$ cat config.mk
export PLATFORM = sky130hd
export DESIGN_NAME = capture_top
export DESIGN_NICKNAME = d
export VERILOG_FILES = /design/src/hdl/video_pkg.sv /design/src/hdl/fml_pkg.sv /design/src/hdl/capture_burst_mem.sv /design/src/hdl/capture_dma.sv /design/src/hdl/capture_ctrl.sv /design/src/hdl/capture_top.sv
export SDC_FILE = /design/constraint.sdc
export NUM_CORES = 1
export LEC_CHECK = 0
export BUFFER_PORTS_ARGS = -buffer_cell sky130_fd_sc_hd__buf_2
export CAP_MARGIN = 20
export CORE_MARGIN = 5
export CORE_UTILIZATION = 59
export CTS_CLUSTER_DIAMETER = 80
export DETAILED_ROUTE_END_ITERATION = 8
export GPL_TIMING_DRIVEN = 0
export PLACE_DENSITY = 0.81
export SKIP_LAST_GASP = 1
export SYNTH_ARGS = -nofsm -noshare
export SYNTH_HDL_FRONTEND = slang
export SYNTH_HIERARCHICAL = 1
export SYNTH_SLANG_ARGS = --single-unit
export TNS_END_PERCENT = 10
$ cat constraint.sdc
create_clock -name sys_clk -period 8.1 [get_ports sys_clk]
set_clock_uncertainty 0.05 [all_clocks]
set_input_delay 1.62 -clock sys_clk [delete_from_list [all_inputs] [get_ports sys_clk]]
set_output_delay 1.62 -clock sys_clk [all_outputs]
set_load 0.05 [all_outputs]
$ cat src/hdl/video_pkg.sv
// Types for the video side of the capture path
// Pixel word, field filter setting and the word index inside a burst

package video_pkg;

	// --------------------
	// Pixel data
	// --------------------

	// Two RGB565 pixels packed into one word from the video source
	typedef logic [31:0] pixel_word_t;

	// --------------------
	// Frame detection
	// --------------------

	// Bit 0 selects a frame start on a field change from 1 to 0
	// Bit 1 selects a frame start on a field change from 0 to 1
	// A value of zero never starts a frame, so capture stays off
	typedef logic [1:0] field_filter_t;

	// --------------------
	// Burst gathering
	// --------------------

	// Position of a word within the eight gathered words of one burst
	typedef logic [2:0] word_idx_t;

	// Index of the eighth word, after which the burst goes to memory
	localparam word_idx_t LAST_WORD = 3'd7;

endpackage

$ cat src/hdl/fml_pkg.sv
// Types for the memory bus side of the capture path
// Address width, data beat, beat index and the burst request struct

package fml_pkg;

	// Default byte address width of the memory bus
	localparam int FML_DEPTH = 27;

	// One burst is 32 bytes, so the five low address bits are always zero
	localparam int BURST_ADR_LSB = 5;

	// One 64-bit data beat on the write data bus
	typedef logic [63:0] fml_beat_t;

	// Beat position within a four-beat burst
	typedef logic [1:0] beat_idx_t;

	// Request toward the memory slave
	// The address holds steady together with the strobe until the ack
	typedef struct packed {
		logic [FML_DEPTH-1:0] adr;
		logic                 stb;
	} fml_burst_req_t;

endpackage

$ cat src/hdl/capture_burst_mem.sv
// Burst staging memory for the capture DMA
// Eight 32-bit words go in one at a time and leave as four 64-bit beats

`timescale 1ns/1ps

module capture_burst_mem
	import video_pkg::*;
	import fml_pkg::*;
(
	input  logic        sys_clk,

	// Write port from the video side
	input  logic        we,
	input  word_idx_t   wa,
	input  pixel_word_t wd,

	// Read port toward the memory bus
	input  beat_idx_t   ra,
	output fml_beat_t   rd
);

	// Small enough to map onto distributed RAM
	pixel_word_t mem [0:7];

	// --------------------
	// Write side
	// --------------------

	always_ff @(posedge sys_clk) begin
		if (we)
			mem[wa] <= wd;
	end

	// --------------------
	// Read side
	// --------------------

	// A beat holds the even word in its low half and the odd word in its high half
	// The read is registered, so the index has to be presented one cycle early
	always_ff @(posedge sys_clk) begin
		rd <= {mem[{ra, 1'b1}], mem[{ra, 1'b0}]};
	end

endmodule

$ cat src/hdl/capture_dma.sv
// Capture DMA engine
// Frame start detection, word gathering into the burst memory,
// burst address generation and the memory write FSM

`timescale 1ns/1ps

module capture_dma
	import video_pkg::*;
	import fml_pkg::*;
#(
	parameter int fml_depth = FML_DEPTH
) (
	input  logic                              sys_clk,
	input  logic                              sys_rst,

	// Settings and pulses shared with the register block
	input  field_filter_t                     field_filter,
	input  logic [fml_depth-BURST_ADR_LSB-1:0] adr_base,
	input  logic                              last_burst,
	output logic                              start_of_frame,
	output logic                              next_burst,

	// Video source
	input  logic                              v_stb,
	output logic                              v_ack,
	input  logic                              v_field,
	input  pixel_word_t                       v_rgb565,

	// Memory bus where every strobe is a write
	output fml_burst_req_t                    fml_req,
	input  logic                              fml_ack,
	output fml_beat_t                         fml_do
);

	typedef enum logic [2:0] {
		wait_sof,
		gather,
		transfer,
		beat_1,
		beat_2,
		beat_3
	} dma_state_t;

	dma_state_t state;
	dma_state_t next_state;

	logic      accept;
	logic      prev_field;
	logic      data_en;
	logic      word_we;
	word_idx_t word_cnt;
	word_idx_t wa;
	beat_idx_t ra;
	logic      last_q;
	logic [fml_depth-BURST_ADR_LSB-1:0] adr_b;

	// --------------------
	// Frame start detection
	// --------------------

	// A word is taken whenever the source strobes and the engine is ready
	assign accept = v_stb & v_ack;

	// The field of every taken word is kept, including words that are thrown away
	always_ff @(posedge sys_clk) begin
		if (sys_rst)
			prev_field <= 1'b0;
		else if (accept)
			prev_field <= v_field;
	end

	// The word that carries the selected field change is the first word of the frame
	assign start_of_frame = accept &
		((field_filter[0] & prev_field & ~v_field) |
		 (field_filter[1] & ~prev_field & v_field));

	// --------------------
	// Word gathering
	// --------------------

	// A frame start always lands in word 0, even in the middle of a burst
	assign wa = start_of_frame ? '0 : word_cnt;
	assign word_we = accept & data_en;

	// The counter wraps to zero after the eighth word of each burst
	always_ff @(posedge sys_clk) begin
		if (sys_rst)
			word_cnt <= '0;
		else if (word_we)
			word_cnt <= wa + 1'b1;
	end

	capture_burst_mem burst_mem (
		.sys_clk (sys_clk),
		.we      (word_we),
		.wa      (wa),
		.wd      (v_rgb565),
		.ra      (ra),
		.rd      (fml_do)
	);

	// --------------------
	// Burst address
	// --------------------

	// Counts in 32-byte bursts, starting over at the base on each frame
	always_ff @(posedge sys_clk) begin
		if (start_of_frame)
			adr_b <= adr_base;
		else if (next_burst)
			adr_b <= adr_b + 1'b1;
	end

	assign fml_req = '{
		adr: FML_DEPTH'({adr_b, {BURST_ADR_LSB{1'b0}}}),
		stb: state == transfer
	};

	// Whether the burst being acked closes the frame
	// The register block still counts the previous bursts at the ack
	always_ff @(posedge sys_clk) begin
		if (sys_rst)
			last_q <= 1'b0;
		else if ((state == transfer) && fml_ack)
			last_q <= last_burst;
	end

	// --------------------
	// Burst write FSM
	// --------------------

	always_ff @(posedge sys_clk) begin
		if (sys_rst)
			state <= wait_sof;
		else
			state <= next_state;
	end

	// The video side is only held off while a burst is on the memory bus
	assign v_ack = (state == wait_sof) || (state == gather);

	always_comb begin
		next_state = state;
		data_en = 1'b0;
		next_burst = 1'b0;
		ra = 2'd0;
		case (state)
			wait_sof: begin
				// Only the frame start word is kept, all others are dropped
				data_en = start_of_frame;
				if (start_of_frame)
					next_state = gather;
			end
			gather: begin
				data_en = 1'b1;
				if (accept && (wa == LAST_WORD))
					next_state = transfer;
			end
			transfer: begin
				// Beat 0 stays on the bus until the slave takes it
				if (fml_ack) begin
					ra = 2'd1;
					next_state = beat_1;
				end
			end
			beat_1: begin
				ra = 2'd2;
				next_burst = 1'b1;
				next_state = beat_2;
			end
			beat_2: begin
				ra = 2'd3;
				next_state = beat_3;
			end
			beat_3: begin
				if (last_q)
					next_state = wait_sof;
				else
					next_state = gather;
			end
			default: next_state = wait_sof;
		endcase
	end

endmodule

$ cat src/hdl/capture_ctrl.sv
// Register block of the capture path
// Field filter, base address and bursts per frame registers,
// burst counter that flags the last burst, and the finished frame counter

`timescale 1ns/1ps

module capture_ctrl
	import video_pkg::*;
	import fml_pkg::*;
#(
	parameter int fml_depth = FML_DEPTH
) (
	input  logic                              sys_clk,
	input  logic                              sys_rst,

	// Register port
	input  logic                              csr_we,
	input  logic [1:0]                        csr_adr,
	input  logic [31:0]                       csr_di,
	output logic [31:0]                       csr_do,

	// Pulses from the DMA engine
	input  logic                              start_of_frame,
	input  logic                              next_burst,

	// Settings and status toward the DMA engine
	output field_filter_t                     field_filter,
	output logic [fml_depth-BURST_ADR_LSB-1:0] adr_base,
	output logic                              last_burst
);

	logic [fml_depth-BURST_ADR_LSB-1:0] bursts_per_frame;
	logic [fml_depth-BURST_ADR_LSB-1:0] bpf_last;
	logic [fml_depth-BURST_ADR_LSB-1:0] burst_cnt;
	logic [31:0] frame_cnt;

	// --------------------
	// Writable registers
	// --------------------

	// Register 3 is the frame count and ignores writes
	always_ff @(posedge sys_clk) begin
		if (sys_rst) begin
			field_filter <= '0;
			adr_base <= '0;
			bursts_per_frame <= '0;
		end else if (csr_we) begin
			case (csr_adr)
				2'd0: field_filter <= csr_di[1:0];
				2'd1: adr_base <= csr_di[fml_depth-1:BURST_ADR_LSB];
				2'd2: bursts_per_frame <= csr_di[fml_depth-BURST_ADR_LSB-1:0];
				default: ;
			endcase
		end
	end

	// Read data follows the address by one cycle
	always_ff @(posedge sys_clk) begin
		case (csr_adr)
			2'd0: csr_do <= 32'(field_filter);
			2'd1: csr_do <= 32'({adr_base, {BURST_ADR_LSB{1'b0}}});
			2'd2: csr_do <= 32'(bursts_per_frame);
			default: csr_do <= frame_cnt;
		endcase
	end

	// --------------------
	// Burst and frame counting
	// --------------------

	// Bursts already written in the current frame
	always_ff @(posedge sys_clk) begin
		if (sys_rst)
			burst_cnt <= '0;
		else if (start_of_frame)
			burst_cnt <= '0;
		else if (next_burst)
			burst_cnt <= burst_cnt + 1'b1;
	end

	// The burst in flight is the last one once all earlier ones are counted
	assign bpf_last = bursts_per_frame - 1'b1;
	assign last_burst = (burst_cnt == bpf_last);

	// A frame is finished when the last burst completes
	always_ff @(posedge sys_clk) begin
		if (sys_rst)
			frame_cnt <= '0;
		else if (next_burst && last_burst)
			frame_cnt <= frame_cnt + 1'b1;
	end

endmodule

$ cat src/hdl/capture_top.sv
// Top level of the video capture path
// Register block and DMA engine, with the register port, the video port
// and the memory bus brought out

`timescale 1ns/1ps

module capture_top
	import video_pkg::*;
	import fml_pkg::*;
#(
	parameter int fml_depth = FML_DEPTH
) (
	input  logic           sys_clk,
	input  logic           sys_rst,

	// Register port
	input  logic           csr_we,
	input  logic [1:0]     csr_adr,
	input  logic [31:0]    csr_di,
	output logic [31:0]    csr_do,

	// Video source
	input  logic           v_stb,
	output logic           v_ack,
	input  logic           v_field,
	input  pixel_word_t    v_rgb565,

	// Memory bus
	output fml_burst_req_t fml_req,
	input  logic           fml_ack,
	output fml_beat_t      fml_do
);

	// Settings and handshake pulses between the two blocks
	field_filter_t field_filter;
	logic [fml_depth-BURST_ADR_LSB-1:0] adr_base;
	logic last_burst;
	logic start_of_frame;
	logic next_burst;

	capture_ctrl #(
		.fml_depth (fml_depth)
	) ctrl (
		.sys_clk        (sys_clk),
		.sys_rst        (sys_rst),
		.csr_we         (csr_we),
		.csr_adr        (csr_adr),
		.csr_di         (csr_di),
		.csr_do         (csr_do),
		.start_of_frame (start_of_frame),
		.next_burst     (next_burst),
		.field_filter   (field_filter),
		.adr_base       (adr_base),
		.last_burst     (last_burst)
	);

	capture_dma #(
		.fml_depth (fml_depth)
	) dma (
		.sys_clk        (sys_clk),
		.sys_rst        (sys_rst),
		.field_filter   (field_filter),
		.adr_base       (adr_base),
		.last_burst     (last_burst),
		.start_of_frame (start_of_frame),
		.next_burst     (next_burst),
		.v_stb          (v_stb),
		.v_ack          (v_ack),
		.v_field        (v_field),
		.v_rgb565       (v_rgb565),
		.fml_req        (fml_req),
		.fml_ack        (fml_ack),
		.fml_do         (fml_do)
	);

endmodule

==> impl_metrics.tcl, run 1 <==
set metrics [dict create \
    status "complete, no violations" \
    timing.rr.start "ctrl/bursts_per_frame[0]" \
    seq_area_mm2 0.0124 \
    rsz0062_at_grt "no" \
    syn_inst 1371 \
    cellPowerDensity_mw_per_mm2 225 \
    syn-cell-area_mm2 0.0189 \
    io_buffers 185 \
    required_ns 8.31 \
    pwr-share-clk 0.436 \
    fin_cells 2068 \
    post_cts_buffers 0 \
    period_minus_slack_ns 4.27 \
    crit_type "input pin to flop" \
    grt_usage 0.261 \
    antenna_found_initial 4 \
    cts_tree "done" \
    synth_warnings 6 \
    cts-hold-fix-buffers 0 \
    die_h_um 189 \
    max-vdd-ir-drop_mv 0.155 \
    grt_pass1_vias 12700 \
    ys_seq_elements 482 \
    vias 12700 \
    multi_input_area_mm2 0.00600 \
    fmax_mhz 234 \
    routabilityCongestion 0.921 \
    setup_viol 0 \
    finalHoldViolations 0 \
    hp-class "flop to flop" \
    grt_overflow 0 \
    slew_viol_final 0 \
    h-tree-depth 2 \
    vias_per_cell 6.12 \
    ctsRootBufferMaster "clkbuf_16" \
    dr.pass1.iters 5 \
    min_to "dma/prev_field" \
    synth_seq_area_share 0.657 \
    path_clk_slew_ns 0.06 \
    core-area_mm2 0.0316 \
    drc_errors 0 \
    yosysTopAreaCell "edfxtp_1" \
    wire_per_inst_um 22.9 \
    finalCritPeriodShare 0.527 \
    numClockSinks 482 \
    num_rows 65 \
    relSlewSlack 0.337 \
    pin_count 197 \
    placed_cells 1978 \
    max_stage_delay_ns 0.67 \
    cpMaxStageDelayCell "nor4b_2" \
    nets 1703 \
    worstSetupStartpointType "input pin" \
    swShare 0.212 \
    clockBufferDepth 3 \
    arrival_ns 4.48 \
    synth_area_leaders "edfxtp_1 (44%), dfxtp_1 (22%), mux4_2 (7.1%), nand2_1 (3.0%), a21oi_1 (2.3%)" \
    die_area_mm2 0.0357 \
    r2r-end "dma/last_q" \
    synthDistinctLibCells 72 \
    area_growth_pct 17.3 \
    cts_resized 0 \
    numCtsBuffers 47 \
    grt_pass1_wl_um 72800 \
    ff2ff_path_depth 12 \
    synth_top_flop_cell "edfxtp_1" \
    whs_path_depth 2 \
    die_w_um 189 \
    endpoint_kind "flop" \
    rrSetupSlack_ns 4.29 \
    intPower_uw 3930 \
    clk_latency_ns 0.56 \
    hold_ws_ns 0.425 \
    hpwl_um 31800 \
    wl_um 47300 \
    worst_slew_pin_slew_ns 0.992 \
    final_layout_size_suffix_gt1_frac 0.242 \
    initial_core_util 0.598 \
    synth_top_area_frac 0.441 \
    synth_area_per_cell_um2 13.8 \
    worstPathCellList "buf_2, or3b_2, a21o_1, clkbuf_1, and2_1, nor4b_2, buf_4, buf_4, buf_4" \
    drv_cap 0 \
    critPathMaxFanout 10 \
    hp-start "dma/prev_field" \
    p_seq_frac 0.524 \
    p_comb_frac 0.040 \
    synth-edff-count 278 \
    leakagePower_uw 0.00788 \
    async_reset_ff_frac 0 \
    switching_power_uw 1060 \
    ant_nets 0 \
    grt_start_max_net_pins 26 \
    cpMostUsedCell "buf_4" \
    fill_cells 2120 \
    drtIter0Drc 1372 \
]
-- sequential cells by signal, indices dropped and copies added (netlist names), 22 cells and up --
| signal | count |
|---|---|
| dma/adr_b | 22 |
| ctrl/burst_cnt | 22 |
| dma/burst_mem/mem | 256 |
| ctrl/adr_base | 22 |
| ctrl/csr_do | 32 |
| ctrl/frame_cnt | 32 |
| ctrl/bursts_per_frame | 22 |
| dma/burst_mem/rd | 64 |
-- metal layers --
metal	track usage	routed length, um
met5	0	46
met4	0.0734	1260
met3	0.0492	4210
met2	0.440	23200
met1	0.350	18600
-- cells in the mapped netlist, drive strengths merged, types with 2 or more instances --
master,number
xor2,28
nand3b,3
nand3,33
a211oi,2
and3,22
o21ai,37
buf,36
nand2b,3
a22o,19
mux4,64
o211ai,5
ha,6
mux2i,12
xnor2,22
edfxtp,278
o31ai,24
or3b,2
a311oi,2
nor3,13
and3b,3
and4,9
and2,9
o21a,2
nor4,13
nor3b,3
nor2b,21
nand2,150
a31oi,11
a21oi,86
and4b,3
or2,5
nand4,31
inv,15
nor2,50
dfxtp,204
clkbuf,49
or4,30
mux2,24
or3,23
nor4bb,3
a21o,3
-- logic make-up (layout without fill, tap and decap cells) --
| logic type | count (synthesis) | after routing | synth area share |
|---|---|---|---|
| buf+inv | 100 | 389 | 0.0288 |
| simple gates | 432 | 432 | 0.123 |
| mux | 100 | 100 | 0.0977 |
| flops | 482 | 482 | 0.657 |
| fa+ha+maj | 6 | 6 | 0.00397 |
| other cells | 1 | 7 | 0.000198 |
| xor+xnor | 50 | 50 | 0.0232 |
| compound gates | 200 | 200 | 0.0653 |
-- critical path: cells and delay by family --
family          cells  cell delay (ns)
simple gates        3             1.54
buf+inv             5             1.10
compound gates      1             0.21
-- worst max-delay path by stage --
stage          startpoint                  endpoint  cells after the start
6_report            v_stb  dma/burst_mem/mem[0][18]                      9
5_1_grt             v_stb  dma/burst_mem/mem[0][13]                      9
4_1_cts             v_stb  dma/burst_mem/mem[0][18]                      9
3_5_place_dp        v_stb  dma/burst_mem/mem[1][19]                      9
3_3_place_gp        v_stb  dma/burst_mem/mem[0][19]                      6
2_1_floorplan       v_stb   dma/burst_mem/mem[0][0]                      5
-- cells in the final DEF (no fill, tap or decap), drive strengths merged, types with 11 or more instances in the layout --
cell type / n
inv: 15
clkbuf: 111
or4: 30
xnor2: 22
mux2i: 12
or3: 23
o21ai: 37
nor2b: 21
mux2: 24
edfxtp: 278
nand2: 150
and3: 22
nor4: 13
nand4: 31
buf: 237
nor2: 50
a21oi: 86
xor2: 28
dfxtp: 204
mux4: 64
a31oi: 11
a22o: 19
nand3: 33
o31ai: 24
nor3: 13
clkinv: 21
-- power by group through the flow --
stage | combinational, uW | sequential [uW] | clock [uW]
2_1_floorplan | 108 | 2680 | 0
3_3_place_gp | 190 | 2670 | 0
3_5_place_dp | 196 | 2670 | 0
4_1_cts | 198 | 2610 | 2200
5_1_grt | 215 | 2610 | 2320
6_report | 201 | 2610 | 2170
-- metrics by stage --
step | total power (uW) | cell area [um^2] | setup slack, ns | utilization | TNS [ns]
final | 4990 | 22200 | 3.83 | 0.701 | 0
after global placement | 2860 | 20400 | -1.82 | 0.643 | -179.83
after detailed placement | 2860 | 20600 | 3.30 | 0.652 | 0
after floorplan | 2790 | 18900 | 1.41 | - | 0
after global routing | 5150 | 22200 | 3.72 | 0.701 | 0
after CTS | 5010 | 22200 | 3.86 | 0.701 | 0
-- cell type report --
class,count,share of cell area
multi-input cells,793,0.271
well taps,402,0.0227
clock inverters,26,0.0117
flip-flops and latches,482,0.561
repair buffers,201,0.0511
inverters,15,0.00254
diodes,2,0.000226
clock buffers,62,0.0584
plain buffers,85,0.0221
Power figures use the tool's default switching activity.
==> run 2: changes to the inputs <==
ABC_AREA = 1   (was unset)
PLACE_DENSITY = 0.8   (was 0.81)
clock period = 4.4 ns   (was 8.1 ns; I/O delays follow)
==> run 2 against run 1 <==
Compared with the run above: total power increased to 2.6 times the previous value; final cell count increased by 48%; synthesized cell count up 69%; clock-buffer cell count increased by 2; worst hold slack worse by 0.0089 ns; largest power group unchanged; register-to-register slack got worse by 3.0 ns.
==> impl_metrics.tcl, run 2 <==
set metrics [dict create \
    synth-simple-area-share 0.228 \
    whs_path_depth 2 \
    ys_top_cells_by_count "nand2_1 (630), inv_1 (390), edfxtp_1 (278), nand3_1 (206), dfxtp_1 (204)" \
    synth_top_family_by_area "simple AND/OR/NAND/NOR gates" \
    initial_core_util 0.601 \
    numCtsBuffers 48 \
    critPathLaunch "dma/state[0]" \
    synth_warnings 6 \
    synth_compound_area_frac 0.0505 \
    grt_usage 0.286 \
    top_register "dma/burst_mem/mem" \
    area_growth_pct 15.7 \
    synth_seq_area_share 0.595 \
    slew_viol_final 0 \
    ff2ff_path_depth 11 \
    relSlewSlack 0.311 \
    final_common_cell "nand2_1" \
    period_minus_slack_ns 3.14 \
    antenna_found_initial 4 \
    arrival_ns 3.56 \
    core-area_mm2 0.0347 \
    numClockSinks 482 \
    die_h_um 198 \
    cts-hold-fix-buffers 0 \
    grt_pass1_vias 16700 \
    drc_errors 0 \
    final_cell_mix "nand2_1 (630), inv_1 (390), edfxtp_1 (278), buf_2 (208), nand3_1 (206)" \
    pin_count 197 \
    drtIter0Drc 1564 \
    synth_top_flop_cell "edfxtp_1" \
    p_total_uw 13000 \
    cp_top_family "simple AND/OR/NAND/NOR gates" \
    hp-class "flop to flop" \
    dr.pass1.iters 7 \
    worstSetupStartpointType "flop" \
    status "complete, no violations" \
    grt_pass1_wl_um 88400 \
    io_buffers 185 \
    r2r-end "ctrl/burst_cnt[17]" \
    syn-cell-area_mm2 0.0209 \
    tns_ns 0 \
    path_clk_slew_ns 0.06 \
    required_ns 4.82 \
    largest_reg_flops 256 \
    hpwl_um 39800 \
    grt_start_max_net_pins 28 \
    vias 16800 \
    ctsRootBufferMaster "clkbuf_16" \
    wire_per_inst_um 18.5 \
    hold_ws_ns 0.416 \
    worst_slew_pin_slew_ns 1.02 \
    async_reset_ff_frac 0 \
    ys_seq_elements 482 \
    clockBufferDepth 3 \
    post_cts_buffers 0 \
    die_w_um 198 \
    synth_top_area_frac 0.400 \
    synthAdderAreaFrac 0.00360 \
    finalHoldViolations 0 \
    die_area_mm2 0.0392 \
    biggestRegsByFlops "dma/burst_mem/mem: 256 flops, dma/burst_mem/rd: 64 flops" \
    synth_xor_area_frac 0.0243 \
    vias_per_cell 5.48 \
    worstPathCellList "inv_1, nor3_1, inv_1, nor2_1, nand3_1, nor3_1, nand3_1, nor2_1, nand2_1, inv_1, a31oi_1" \
    timing.rr.start "dma/state[0]" \
    cpMaxStageDelayCell "nor3_1" \
    cts_resized 0 \
    finalCritPeriodShare 0.714 \
    crit_path_end "ctrl/burst_cnt[17]" \
    synth-edff-count 278 \
    endpoint_kind "flop" \
    routabilityCongestion 0.940 \
    num_rows 68 \
    rsz0062_at_grt "no" \
    syn_inst 2317 \
    crit_type "flop to flop" \
    path_depth 11 \
    synthMuxAreaShare 0 \
    cpMostUsedCell "inv_1" \
    max_stage_delay_ns 0.83 \
    critPathMaxFanout 7 \
    fmax_mhz 318 \
    rrSetupSlack_ns 1.26 \
    leakagePower_uw 0.0105 \
    setup_viol 0 \
    grt_overflow 0 \
    h-tree-depth 2 \
    cts_tree "done" \
    max-vdd-ir-drop_mv 0.579 \
    hp-start "ctrl/frame_cnt[31]" \
    clk_latency_ns 0.59 \
    synth_area_leaders "edfxtp_1 (40%), dfxtp_1 (20%), nand2_1 (11%), inv_1 (7.0%), nand3_1 (4.9%)" \
    drv_cap 0 \
    cellPowerDensity_mw_per_mm2 537 \
    ant_nets 0 \
    synth_most_common_cell "nand2_1" \
    synth_area_per_cell_um2 9.01 \
    wl_um 56600 \
    synthDistinctLibCells 46 \
    final_layout_size_suffix_gt1_frac 0.145 \
    critPathBufInv 3 \
    yosysTopAreaCell "edfxtp_1" \
    nets 2642 \
]
## run 2: cell count changes after synthesis, sizes merged, moves of 22 or more
cell,change
and3,-22
buf,+25
inv,+383
mux2,-24
mux4,-64
nand2,+490
nand3,+177
nor2,+92
o31ai,-24
or3,-23
or4,-30
## run 2: worst min path at each step
stage / endpoint
after detailed placement: ctrl/frame_cnt[26]
after floorplan: dma/last_q
final: ctrl/frame_cnt[31]
after global routing: ctrl/frame_cnt[30]
after global placement: dma/last_q
after CTS: ctrl/frame_cnt[26]
## run 2: power breakdown
part	internal [uW]	leakage [uW]	switching, uW
logic	824	0.00556	2750
registers	5260	0.00419	204
clock network	2180	0.000743	1750
total	8270	0.0105	4710
## run 2: stage by stage
stage / std cells / util / cell area, um^2 / setup slack, ns
final: 3064 / 0.696 / 24200 / 1.26
after detailed placement: 2969 / 0.652 / 22600 / 1.23
after CTS: 3059 / 0.695 / 24100 / 1.36
after global placement: 2961 / 0.645 / 22400 / -0.537
after floorplan: 2321 / - / 20900 / 0.969
after global routing: 3061 / 0.696 / 24100 / 0.970
## run 2: cells by family (layout without fill, tap and decap cells)
| logic type | after synthesis | after routing |
|---|---|---|
| buf+inv | 491 | 774 |
| flops | 482 | 482 |
| other cells | 1 | 10 |
| simple gates | 1092 | 1092 |
| compound gates | 188 | 188 |
| fa+ha+maj | 6 | 6 |
| xor+xnor | 57 | 57 |
## run 2: worst min-delay path, delay by kind of cell (launching register included)
kind | cells | cell delay [ns]
AOI/OAI and AO/OA | 1 | 0.05
DFF | 1 | 0.30
and+or+nand+nor | 1 | 0.06
## run 2: cell type report
cell class	count	area (um^2)
Sequential cell	482	12400
Inverter	400	1500
Multi-Input combinational cell	1348	6480
Tap cell	455	569
Buffer	91	543
Timing Repair Buffer	193	1100
Antenna cell	5	12.5
Clock buffer	64	1310
Fill cell	2556	10600
Clock inverter	26	206
## run 2: layer usage
layer  vias to the layer above  global-route usage  wire length, um  share of wire
met5                         -                   0                7        0.00012
met4                         2               0.122             2060          0.036
met3                       144              0.0534             5290          0.094
met2                       859               0.483            27500           0.49
met1                      7851               0.364            21800           0.38
li1                       7945                   -                -              -
